--- src/hw/cariboulite_pkg.sv ---
`default_nettype none

package cariboulite_pkg;

  // ==========================================================================
  // Command bus
  // ==========================================================================
  localparam int CMD_ADDR_W = 5;           // Register address bits
  localparam int CMD_DATA_W = 8;           // One command byte
  localparam int NUM_PEERS  = 4;           // One-hot select lines, bit 3 reserved

  typedef logic [CMD_DATA_W-1:0] cmd_data_t;
  typedef logic [CMD_ADDR_W-1:0] cmd_addr_t;

  // Receive sample as delivered by the modem, I in the upper half
  typedef struct packed {
    logic [15:0] i;
    logic [15:0] q;
  } sample_t;

  // RF front-end mode, codes 5 to 7 unused
  typedef enum logic [2:0] {
    LOW_POWER = 3'd0,
    RX_09     = 3'd1,
    TX_09     = 3'd2,
    RX_24     = 3'd3,
    TX_24     = 3'd4
  } rf_mode_e;

  // ==========================================================================
  // Sample buffering and readout
  // ==========================================================================
  localparam int FIFO_DEPTH       = 16;    // Samples held in the RX FIFO
  localparam int BYTES_PER_SAMPLE = 4;     // Sent MSB first on the SMI port

  localparam cmd_data_t FW_VERSION     = 8'h01;
  localparam cmd_data_t RESERVED_RDATA = 8'hA5;  // Answer for select line 3 alone

  // Register map per peer
  localparam cmd_addr_t SYS_VERSION_ADDR = 5'd0;
  localparam cmd_addr_t SYS_CHANNEL_ADDR = 5'd1;

  localparam cmd_addr_t IO_MODE_ADDR   = 5'd0;
  localparam cmd_addr_t IO_LED_ADDR    = 5'd1;
  localparam cmd_addr_t IO_INPUTS_ADDR = 5'd2;   // Read only
  localparam cmd_addr_t IO_PMOD_ADDR   = 5'd3;

  localparam cmd_addr_t SMI_STATUS_ADDR = 5'd0;  // Read clears overflow

endpackage

`default_nettype wire

--- src/hw/reg_bus_if.sv ---
`timescale 1ns/100ps
`default_nettype none

// One peer's slice of the command bus
interface reg_bus_if
  import cariboulite_pkg::*;
();

  cmd_addr_t addr;    // Register address, stable around strobes
  cmd_data_t wdata;   // Write byte
  logic      load;    // Write strobe, already gated by select
  logic      fetch;   // Read strobe, already gated by select
  cmd_data_t rdata;   // Registered answer from the peer

  modport ctrl (
    output addr,
    output wdata,
    output load,
    output fetch,
    input  rdata
  );

  modport peer (
    input  addr,
    input  wdata,
    input  load,
    input  fetch,
    output rdata
  );

endinterface

`default_nettype wire

--- src/hw/cariboulite_top.sv ---
`timescale 1ns/100ps
`default_nettype none

module cariboulite_top
  import cariboulite_pkg::*;
(
  input  logic                 i_glob_clock,
  input  logic                 i_rst_b,

  // Command bus from the host
  input  logic [NUM_PEERS-1:0] i_cmd_cs,       // 0 sys, 1 io, 2 smi, 3 reserved
  input  cmd_addr_t            i_cmd_addr,
  input  cmd_data_t            i_cmd_wdata,
  input  logic                 i_cmd_load,
  input  logic                 i_cmd_fetch,
  output cmd_data_t            o_cmd_rdata,

  // Assembled receive samples
  input  logic                 i_rx09_valid,
  input  sample_t              i_rx09_sample,
  input  logic                 i_rx24_valid,
  input  sample_t              i_rx24_sample,

  // SMI read side
  input  logic                 i_smi_soe,
  output logic [7:0]           o_smi_data,
  output logic                 o_smi_read_req,

  // Board I/O
  input  logic [3:0]           i_config,
  input  logic                 i_button,
  output logic                 o_led0,
  output logic                 o_led1,
  output logic [3:0]           o_pmod,

  // RF front end
  output logic                 o_rx_h_tx_l,
  output logic                 o_rx_h_tx_l_b,
  output logic                 o_tr_vc1,
  output logic                 o_tr_vc1_b,
  output logic                 o_tr_vc2,
  output logic                 o_shdn_rx_lna,
  output logic                 o_shdn_tx_lna
);

  logic    rx_channel;
  sample_t fifo_sample;
  logic    fifo_empty;
  logic    fifo_overflow;
  logic    fifo_pull;

  reg_bus_if sys_bus ();
  reg_bus_if io_bus ();
  reg_bus_if smi_bus ();

  reg_bus_mux reg_bus_mux_i (
    .i_glob_clock (i_glob_clock),
    .i_rst_b      (i_rst_b),
    .i_cmd_cs     (i_cmd_cs),
    .i_cmd_addr   (i_cmd_addr),
    .i_cmd_wdata  (i_cmd_wdata),
    .i_cmd_load   (i_cmd_load),
    .i_cmd_fetch  (i_cmd_fetch),
    .o_cmd_rdata  (o_cmd_rdata),
    .sys_bus      (sys_bus.ctrl),
    .io_bus       (io_bus.ctrl),
    .smi_bus      (smi_bus.ctrl)
  );

  sys_ctrl sys_ctrl_i (
    .i_glob_clock (i_glob_clock),
    .i_rst_b      (i_rst_b),
    .bus          (sys_bus.peer),
    .o_rx_channel (rx_channel)
  );

  io_ctrl io_ctrl_i (
    .i_glob_clock  (i_glob_clock),
    .i_rst_b       (i_rst_b),
    .bus           (io_bus.peer),
    .i_config      (i_config),
    .i_button      (i_button),
    .o_led0        (o_led0),
    .o_led1        (o_led1),
    .o_pmod        (o_pmod),
    .o_rx_h_tx_l   (o_rx_h_tx_l),
    .o_rx_h_tx_l_b (o_rx_h_tx_l_b),
    .o_tr_vc1      (o_tr_vc1),
    .o_tr_vc1_b    (o_tr_vc1_b),
    .o_tr_vc2      (o_tr_vc2),
    .o_shdn_rx_lna (o_shdn_rx_lna),
    .o_shdn_tx_lna (o_shdn_tx_lna)
  );

  rx_sample_fifo rx_sample_fifo_i (
    .i_glob_clock  (i_glob_clock),
    .i_rst_b       (i_rst_b),
    .i_rx_channel  (rx_channel),
    .i_rx09_valid  (i_rx09_valid),
    .i_rx09_sample (i_rx09_sample),
    .i_rx24_valid  (i_rx24_valid),
    .i_rx24_sample (i_rx24_sample),
    .i_pull        (fifo_pull),
    .o_sample      (fifo_sample),
    .o_empty       (fifo_empty),
    .o_overflow    (fifo_overflow)
  );

  smi_rx_reader smi_rx_reader_i (
    .i_glob_clock   (i_glob_clock),
    .i_rst_b        (i_rst_b),
    .bus            (smi_bus.peer),
    .i_sample       (fifo_sample),
    .i_empty        (fifo_empty),
    .i_overflow     (fifo_overflow),
    .i_smi_soe      (i_smi_soe),
    .o_pull         (fifo_pull),
    .o_smi_data     (o_smi_data),
    .o_smi_read_req (o_smi_read_req)
  );

endmodule

`default_nettype wire

--- src/hw/io_ctrl.sv ---
`timescale 1ns/100ps
`default_nettype none

module io_ctrl
  import cariboulite_pkg::*;
(
  input  logic       i_glob_clock,
  input  logic       i_rst_b,
  reg_bus_if.peer    bus,
  input  logic [3:0] i_config,
  input  logic       i_button,
  output logic       o_led0,
  output logic       o_led1,
  output logic [3:0] o_pmod,
  output logic       o_rx_h_tx_l,
  output logic       o_rx_h_tx_l_b,
  output logic       o_tr_vc1,
  output logic       o_tr_vc1_b,
  output logic       o_tr_vc2,
  output logic       o_shdn_rx_lna,
  output logic       o_shdn_tx_lna
);

  rf_mode_e   mode;
  logic [1:0] led;
  logic [3:0] pmod;
  logic       is_rx;
  logic       is_tx;

  // ==========================================================================
  // Register writes
  // ==========================================================================
  always_ff @(posedge i_glob_clock) begin
    if (!i_rst_b) begin
      mode <= LOW_POWER;
      led  <= '0;
      pmod <= '0;
    end else if (bus.load) begin
      case (bus.addr)
        IO_MODE_ADDR: begin
          if (bus.wdata[2:0] <= TX_24) begin   // Undefined codes dropped
            mode <= rf_mode_e'(bus.wdata[2:0]);
          end
        end
        IO_LED_ADDR:  led  <= bus.wdata[1:0];
        IO_PMOD_ADDR: pmod <= bus.wdata[3:0];
        default: ;                              // Inputs and holes are read only
      endcase
    end
  end

  always_ff @(posedge i_glob_clock) begin
    if (!i_rst_b) begin
      bus.rdata <= '0;
    end else if (bus.fetch) begin
      case (bus.addr)
        IO_MODE_ADDR:   bus.rdata <= {5'b0, mode};
        IO_LED_ADDR:    bus.rdata <= {6'b0, led};
        IO_INPUTS_ADDR: bus.rdata <= {3'b0, i_button, i_config};
        IO_PMOD_ADDR:   bus.rdata <= {4'b0, pmod};
        default:        bus.rdata <= '0;
      endcase
    end
  end

  // ==========================================================================
  // Front-end line decode
  // ==========================================================================
  assign is_rx = (mode == RX_09) || (mode == RX_24);
  assign is_tx = (mode == TX_09) || (mode == TX_24);

  assign o_rx_h_tx_l   = is_rx;                        // High selects receive path
  assign o_rx_h_tx_l_b = ~is_rx;
  assign o_tr_vc1      = (mode == RX_09) || (mode == TX_09);   // 0.9 GHz switch
  assign o_tr_vc1_b    = ~o_tr_vc1;
  assign o_tr_vc2      = (mode == RX_24) || (mode == TX_24);   // 2.4 GHz switch
  assign o_shdn_rx_lna = ~is_rx;                       // LNAs off unless in use
  assign o_shdn_tx_lna = ~is_tx;

  assign o_led0 = led[0];
  assign o_led1 = led[1];
  assign o_pmod = pmod;

endmodule

`default_nettype wire

--- src/hw/reg_bus_mux.sv ---
`timescale 1ns/100ps
`default_nettype none

module reg_bus_mux
  import cariboulite_pkg::*;
(
  input  logic                 i_glob_clock,
  input  logic                 i_rst_b,
  input  logic [NUM_PEERS-1:0] i_cmd_cs,
  input  cmd_addr_t            i_cmd_addr,
  input  cmd_data_t            i_cmd_wdata,
  input  logic                 i_cmd_load,
  input  logic                 i_cmd_fetch,
  output cmd_data_t            o_cmd_rdata,
  reg_bus_if.ctrl              sys_bus,
  reg_bus_if.ctrl              io_bus,
  reg_bus_if.ctrl              smi_bus
);

  logic sel_sys;
  logic sel_io;
  logic sel_smi;
  logic sel_rsv;

  // Exactly one select bit set, anything else selects no peer
  assign sel_sys = (i_cmd_cs == NUM_PEERS'(1));
  assign sel_io  = (i_cmd_cs == NUM_PEERS'(2));
  assign sel_smi = (i_cmd_cs == NUM_PEERS'(4));
  assign sel_rsv = (i_cmd_cs == NUM_PEERS'(8));

  // Address and data go to every peer unchanged
  assign sys_bus.addr  = i_cmd_addr;
  assign sys_bus.wdata = i_cmd_wdata;
  assign io_bus.addr   = i_cmd_addr;
  assign io_bus.wdata  = i_cmd_wdata;
  assign smi_bus.addr  = i_cmd_addr;
  assign smi_bus.wdata = i_cmd_wdata;

  assign sys_bus.load  = i_cmd_load  & sel_sys;
  assign sys_bus.fetch = i_cmd_fetch & sel_sys;
  assign io_bus.load   = i_cmd_load  & sel_io;
  assign io_bus.fetch  = i_cmd_fetch & sel_io;
  assign smi_bus.load  = i_cmd_load  & sel_smi;
  assign smi_bus.fetch = i_cmd_fetch & sel_smi;

  // ==========================================================================
  // Read-back register, one edge behind the peer's own rdata
  // ==========================================================================
  always_ff @(posedge i_glob_clock) begin
    if (!i_rst_b) begin
      o_cmd_rdata <= '0;
    end else if (sel_sys) begin
      o_cmd_rdata <= sys_bus.rdata;
    end else if (sel_io) begin
      o_cmd_rdata <= io_bus.rdata;
    end else if (sel_smi) begin
      o_cmd_rdata <= smi_bus.rdata;
    end else if (sel_rsv) begin
      o_cmd_rdata <= RESERVED_RDATA;
    end else if (i_cmd_cs == '0) begin
      o_cmd_rdata <= '0;                       // No module selected
    end
    // Multi-hot select keeps the last byte
  end

  // Host never issues a write and a read in the same cycle
  a_no_load_fetch : assert property (@(posedge i_glob_clock) disable iff (!i_rst_b)
    !(i_cmd_load && i_cmd_fetch));

endmodule

`default_nettype wire

--- src/hw/rx_sample_fifo.sv ---
`timescale 1ns/100ps
`default_nettype none

module rx_sample_fifo
  import cariboulite_pkg::*;
(
  input  logic    i_glob_clock,
  input  logic    i_rst_b,
  input  logic    i_rx_channel,
  input  logic    i_rx09_valid,
  input  sample_t i_rx09_sample,
  input  logic    i_rx24_valid,
  input  sample_t i_rx24_sample,
  input  logic    i_pull,
  output sample_t o_sample,          // Head of the FIFO, valid when not empty
  output logic    o_empty,
  output logic    o_overflow         // One-cycle pulse per dropped sample
);

  sample_t                         mem [FIFO_DEPTH];
  logic [$clog2(FIFO_DEPTH)-1:0]   wr_ptr;
  logic [$clog2(FIFO_DEPTH)-1:0]   rd_ptr;
  logic [$clog2(FIFO_DEPTH):0]     count;
  logic                            in_valid;
  sample_t                         in_sample;
  logic                            full;
  logic                            push;

  // Channel select, the other stream is ignored
  assign in_valid  = i_rx_channel ? i_rx24_valid  : i_rx09_valid;
  assign in_sample = i_rx_channel ? i_rx24_sample : i_rx09_sample;

  assign full    = (count == FIFO_DEPTH);
  assign o_empty = (count == '0);
  assign push    = in_valid & ~full;

  // ==========================================================================
  // Storage and pointers
  // ==========================================================================
  always_ff @(posedge i_glob_clock) begin
    if (push) begin
      mem[wr_ptr] <= in_sample;
    end
  end

  always_ff @(posedge i_glob_clock) begin
    if (!i_rst_b) begin
      wr_ptr     <= '0;
      rd_ptr     <= '0;
      count      <= '0;
      o_overflow <= 1'b0;
    end else begin
      if (push) begin
        wr_ptr <= wr_ptr + 1'b1;             // Depth is a power of two
      end
      if (i_pull) begin
        rd_ptr <= rd_ptr + 1'b1;
      end
      case ({push, i_pull})
        2'b10:   count <= count + 1'b1;
        2'b01:   count <= count - 1'b1;
        default: ;                           // Both or neither
      endcase
      o_overflow <= in_valid & full;         // Sample lost
    end
  end

  assign o_sample = mem[rd_ptr];

  // Reader only pulls when a word is there
  a_no_pull_empty : assert property (@(posedge i_glob_clock) disable iff (!i_rst_b)
    i_pull |-> !o_empty);

endmodule

`default_nettype wire

--- src/hw/smi_rx_reader.sv ---
`timescale 1ns/100ps
`default_nettype none

module smi_rx_reader
  import cariboulite_pkg::*;
(
  input  logic       i_glob_clock,
  input  logic       i_rst_b,
  reg_bus_if.peer    bus,
  input  sample_t    i_sample,
  input  logic       i_empty,
  input  logic       i_overflow,
  input  logic       i_smi_soe,
  output logic       o_pull,
  output logic [7:0] o_smi_data,
  output logic       o_smi_read_req
);

  sample_t                             word_buf;    // Word being sent
  logic                                word_valid;
  logic [$clog2(BYTES_PER_SAMPLE)-1:0] byte_idx;    // 0 is the MSB
  logic                                soe_q;
  logic                                soe_rise;
  logic                                ovf_flag;    // Sticky until status read
  logic                                last_byte;

  // ==========================================================================
  // Byte buffer and SMI strobe handling
  // ==========================================================================
  assign soe_rise  = i_smi_soe & ~soe_q;                     // Low then high
  assign last_byte = (byte_idx == BYTES_PER_SAMPLE - 1);
  assign o_pull    = ~word_valid & ~i_empty;                 // Refill when free

  always_ff @(posedge i_glob_clock) begin
    if (!i_rst_b) begin
      soe_q      <= 1'b1;                     // No false edge out of reset
      word_valid <= 1'b0;
      byte_idx   <= '0;
    end else begin
      soe_q <= i_smi_soe;
      if (o_pull) begin
        word_valid <= 1'b1;
        byte_idx   <= '0;
      end else if (word_valid && soe_rise) begin
        if (last_byte) begin
          word_valid <= 1'b0;                 // Whole word sent
          byte_idx   <= '0;
        end else begin
          byte_idx <= byte_idx + 1'b1;
        end
      end
    end
  end

  always_ff @(posedge i_glob_clock) begin
    if (o_pull) begin
      word_buf <= i_sample;
    end
  end

  // MSB first
  assign o_smi_data     = word_buf[(BYTES_PER_SAMPLE - 1 - byte_idx) * 8 +: 8];
  assign o_smi_read_req = word_valid;

  // ==========================================================================
  // Status register
  // ==========================================================================
  always_ff @(posedge i_glob_clock) begin
    if (!i_rst_b) begin
      ovf_flag  <= 1'b0;
      bus.rdata <= '0;
    end else begin
      if (i_overflow) begin
        ovf_flag <= 1'b1;                     // New drop wins over the clear
      end else if (bus.fetch && bus.addr == SMI_STATUS_ADDR) begin
        ovf_flag <= 1'b0;
      end
      if (bus.fetch) begin
        if (bus.addr == SMI_STATUS_ADDR) begin
          bus.rdata <= {{(CMD_DATA_W-2){1'b0}}, ovf_flag, i_empty};
        end else begin
          bus.rdata <= '0;
        end
      end
    end
  end

  // Idle buffer always restarts at the MSB
  a_idle_byte_idx : assert property (@(posedge i_glob_clock) disable iff (!i_rst_b)
    !word_valid |-> byte_idx == '0);

endmodule

`default_nettype wire

--- src/hw/sys_ctrl.sv ---
`timescale 1ns/100ps
`default_nettype none

module sys_ctrl
  import cariboulite_pkg::*;
(
  input  logic    i_glob_clock,
  input  logic    i_rst_b,
  reg_bus_if.peer bus,
  output logic    o_rx_channel         // 0 picks the 0.9 GHz stream
);

  logic channel;

  assign o_rx_channel = channel;

  // ==========================================================================
  // Register writes
  // ==========================================================================
  always_ff @(posedge i_glob_clock) begin
    if (!i_rst_b) begin
      channel <= 1'b0;
    end else if (bus.load) begin
      if (bus.addr == SYS_CHANNEL_ADDR) begin
        channel <= bus.wdata[0];
      end
      // Version is read only
    end
  end

  // ==========================================================================
  // Fetch answers
  // ==========================================================================
  always_ff @(posedge i_glob_clock) begin
    if (!i_rst_b) begin
      bus.rdata <= '0;
    end else if (bus.fetch) begin
      case (bus.addr)
        SYS_VERSION_ADDR: bus.rdata <= FW_VERSION;
        SYS_CHANNEL_ADDR: bus.rdata <= {{(CMD_DATA_W-1){1'b0}}, channel};
        default:          bus.rdata <= '0;   // Unassigned
      endcase
    end
  end

endmodule

`default_nettype wire

--- config.mk ---
export PLATFORM = sky130hd
export DESIGN_NAME = cariboulite_top
export DESIGN_NICKNAME = d
export VERILOG_FILES = /design/src/hw/cariboulite_pkg.sv /design/src/hw/reg_bus_if.sv /design/src/hw/cariboulite_top.sv /design/src/hw/io_ctrl.sv /design/src/hw/reg_bus_mux.sv /design/src/hw/rx_sample_fifo.sv /design/src/hw/smi_rx_reader.sv /design/src/hw/sys_ctrl.sv
export SDC_FILE = /design/constraint.sdc
export NUM_CORES = 1
export LEC_CHECK = 0
export BUFFER_PORTS_ARGS = -buffer_cell sky130_fd_sc_hd__buf_2
export CORE_ASPECT_RATIO = 1.5
export CORE_MARGIN = 2
export CORE_UTILIZATION = 45
export DETAILED_ROUTE_END_ITERATION = 16
export GPL_ROUTABILITY_DRIVEN = 0
export GPL_TIMING_DRIVEN = 0
export SETUP_SLACK_MARGIN = 0.4
export SYNTH_ARGS = -nofsm -noshare
export SYNTH_HDL_FRONTEND = slang
export SYNTH_SLANG_ARGS = --single-unit
--- constraint.sdc ---
create_clock -name i_glob_clock -period 4.2 [get_ports i_glob_clock]
set_clock_uncertainty 0.15 [all_clocks]
set_input_delay 0.63 -clock i_glob_clock [delete_from_list [all_inputs] [get_ports i_glob_clock]]
set_output_delay 0.63 -clock i_glob_clock [all_outputs]
set_load 0.02 [all_outputs]
==> flow_summary.ini <==
[clocking]
ctsHtreeMaxLevel = 2
clk_latency_ns = 0.59
root_buffer = clkbuf_16
cts.sinks = 587
cts_buffers = 54
cts.clk_slew.worst_paths_ns = 0.06
clockBufferDepth = 3
cts_tree = done

[logic_synthesis]
ys_types = 60
synth_compound_area_share_pct = 3.35
yosys-mux-area-fraction_pct = 15.8
synth_top_cell_area_share_pct = 70.5
yosysTopAreaCell = edfxtp_1
netlist_area_sq_um = 23200
yosys_warnings = 0
synth_adder_area_share_pct = 0.583
syn-num-nets = 1266
yosys.area_share.simple_pct = 4.07
netlist_instances = 1163
synth-async-reset-ratio_pct = 0
ys_ff_latch = 587
synth-main-ff-cell = edfxtp_1
synth_edf_count = 544
synth_area_leaders = edfxtp_1 (70%), mux4_2 (13%), dfxtp_1 (3.7%)
synth-seq-area-share_pct = 74.2
avgSynthCellArea_sq_um = 19.9
synth_top_family_by_area = multiplexers
synthXorXnorAreaFrac_pct = 0.340

[layout]
drive_gt1_share_pct = 31.9
final-instance-count-excl-fill = 2069
mostFrequentLayoutCell = edfxtp_1
stdcell_area_sq_um = 27100
fin_nets = 1465
diodes = 0
syn_to_final_growth_pct = 17.0
fin_util_pct = 53.4
mostFrequentLayoutCells = edfxtp_1 (544), mux4_2 (136), buf_2 (128), nand2_1 (69), a22oi_1 (67)

[drt]
route.detailed.drc = 0
drt-total-wl_um = 55200
first_pass_iters = 5
via_per_inst = 5.72
antenna_left = 0
vias = 11800
drt_iter0_markers = 1061
wl_per_cell_um = 26.7

[place]
place_inst = 1973
io_buffers = 115
placed_area_sq_um = 25300
post-dp-hpwl_um = 37400
pre_cts_slack_ns = 0.577

[setup_path]
end_kind = register
crit_type = register to register
critPathLaunchType = register
worstPathArrival_ns = 3.83
reg2reg_slack_ns = 0.74
required_ns = 4.57
worstPathMaxFanout = 9
rr_worst_depth = 11

[floorplanning]
dieHeight_um = 282
ios = 123
die_area_sq_um = 53400
fp.dieW_um = 189
initial_utilization_pct = 45.6
coreArea_sq_um = 50800
rows = 101

[sta]
fin_crit_sh_pct = 82.4
fmax_mhz = 289
period_needed_ns = 3.46
rsz0062_at_grt = false
setup_slack_ns = 0.741
hold_viol = 0
tightest_slew_ns = 1.15
slew-limit-headroom_pct = 23.5
setup_tns_ns = 0
report.final.slew_viol_count = 0
setup_violations = 0

[grt]
grt_overflow = 0
grt_pass1_wl_um = 82100
antenna_found_initial = 1
grt_pass1_vias = 12500
grt_start_max_net_pins = 21
grt_usage_pct = 21.4

[worst_hold_path]
worstHoldPathType = input port to register
whs_path_depth = 2

[run_status]
outcome = finished, final reports clean

[job]
drv_cap = 0

[power]
p_leak_uw = 0.00878
power.density_nw_per_um2 = 559
peakVddDrop_v = 0.000382
==> critical path, stage by stage (launching register included) <==
cell and delay (ns):
dfxtp_1 0.31, clkbuf_4 0.34, mux2_2 0.29, a21boi_2 0.41, inv_1 0.12, ha_1 0.30, xor2_1 0.18, ha_1 0.21
a21oi_1 0.20, a221oi_1 0.16, or4b_2 0.64, nand4_1 0.09
==> cells in the mapped netlist (all sizes together) (3+ instances only) <==
cell and n:
xnor2 4, ha 10, nand3b 3, a21oi 11, inv 10, and2 7, a22oi 67, nor2b 13
buf 36, mux2i 18, clkbuf 36, nand4 9, nor3b 3, nor2 26, or4 3, mux4 138
nand2 70, edfxtp 544, a21boi 6, nand2b 8, nor3 11, o21ai 5, xor2 5, nand3 13
dfxtp 43, nor4b 3, mux2 33
==> cell type report <==
cell class                 instances  area [sq um]
fill                            4013         23700
timing repair buffer             143          1130
multi-input combinational        494          5740
clock buffer                      62          1400
buffer                            72           340
clock inverter                    32           425
inverter                          10          37.5
sequential                       587         17200
tap                              669           837
==> registers in the layout, summed over array words and instances, names as in the netlist <==
signal / cells
rx_sample_fifo_i.rd_ptr: 4
smi_rx_reader_i.bus.rdata: 2
io_ctrl_i.o_pmod: 4
reg_bus_mux_i.o_cmd_rdata: 6
smi_rx_reader_i.byte_idx: 2
io_ctrl_i.bus.rdata: 5
rx_sample_fifo_i.count: 5
smi_rx_reader_i.word_buf: 32
sys_ctrl_i.bus.rdata: 1
rx_sample_fifo_i.wr_ptr: 4
sys_ctrl_i.o_rx_channel: 1
io_ctrl_i.mode: 3
smi_rx_reader_i.soe_q: 1
rx_sample_fifo_i.o_overflow: 1
smi_rx_reader_i.ovf_flag: 1
rx_sample_fifo_i.mem: 512
io_ctrl_i.led: 2
smi_rx_reader_i.o_smi_read_req: 1
==> final timing paths <==
path / startpoint / to
min reg2reg: io_ctrl_i.bus.rdata[4]$_SDFFE_PN0P_ / io_ctrl_i.bus.rdata[4]$_SDFFE_PN0P_
max: sys_ctrl_i.o_rx_channel$_SDFFE_PN0P_ / rx_sample_fifo_i.count[4]$_SDFFE_PN0P_
max reg2reg: sys_ctrl_i.o_rx_channel$_SDFFE_PN0P_ / rx_sample_fifo_i.count[4]$_SDFFE_PN0P_
min: i_smi_soe / smi_rx_reader_i.soe_q$_SDFF_PN1_
==> metal layers <==
layer  vias to the layer above  wire, um  GRT usage (%)
li1                       5173         -              -
met1                      6186     22000           27.7
met2                       391     28700           37.2
met3                        76      2760           2.80
met4                         0      1730           7.31
met5                         -         0              0
==> stage by stage <==
| step | power (uW) | hold slack (ns) |
|---|---|---|
| after floorplan | 9070 | 0.280 |
| after global placement | 10000 | 0.297 |
| after detailed placement | 10200 | 0.306 |
| after CTS | 15300 | 0.0838 |
| after global routing | 15700 | 0.0971 |
| final | 15200 | 0.105 |
==> repair_timing <==
item | in CTS | in global routing
hold buffers | 0 | 0
setup buffers | 0 | 2
gates resized for setup | 0 | 1
setup endpoints to repair | 0 | 2
==> logic make-up (layout without fill, tap and decap cells) <==
| family | count (synthesis) | after routing |
|---|---|---|
| flops | 587 | 587 |
| mux | 189 | 189 |
| simple gates | 180 | 180 |
| compound gates | 104 | 104 |
| buf+inv | 82 | 319 |
| fa+ha+maj | 11 | 11 |
| xor+xnor | 9 | 9 |
| other cells | 1 | 1 |
==> where the power goes <==
part / total [uW] / switching, uW / internal, uW / leakage (uW)
Combinational: 3050 / 1690 / 1360 / 0.00262
Sequential: 7040 / 179 / 6860 / 0.00528
Clock: 5070 / 2110 / 2950 / 0.000883
Power figures use the tool's default switching activity.
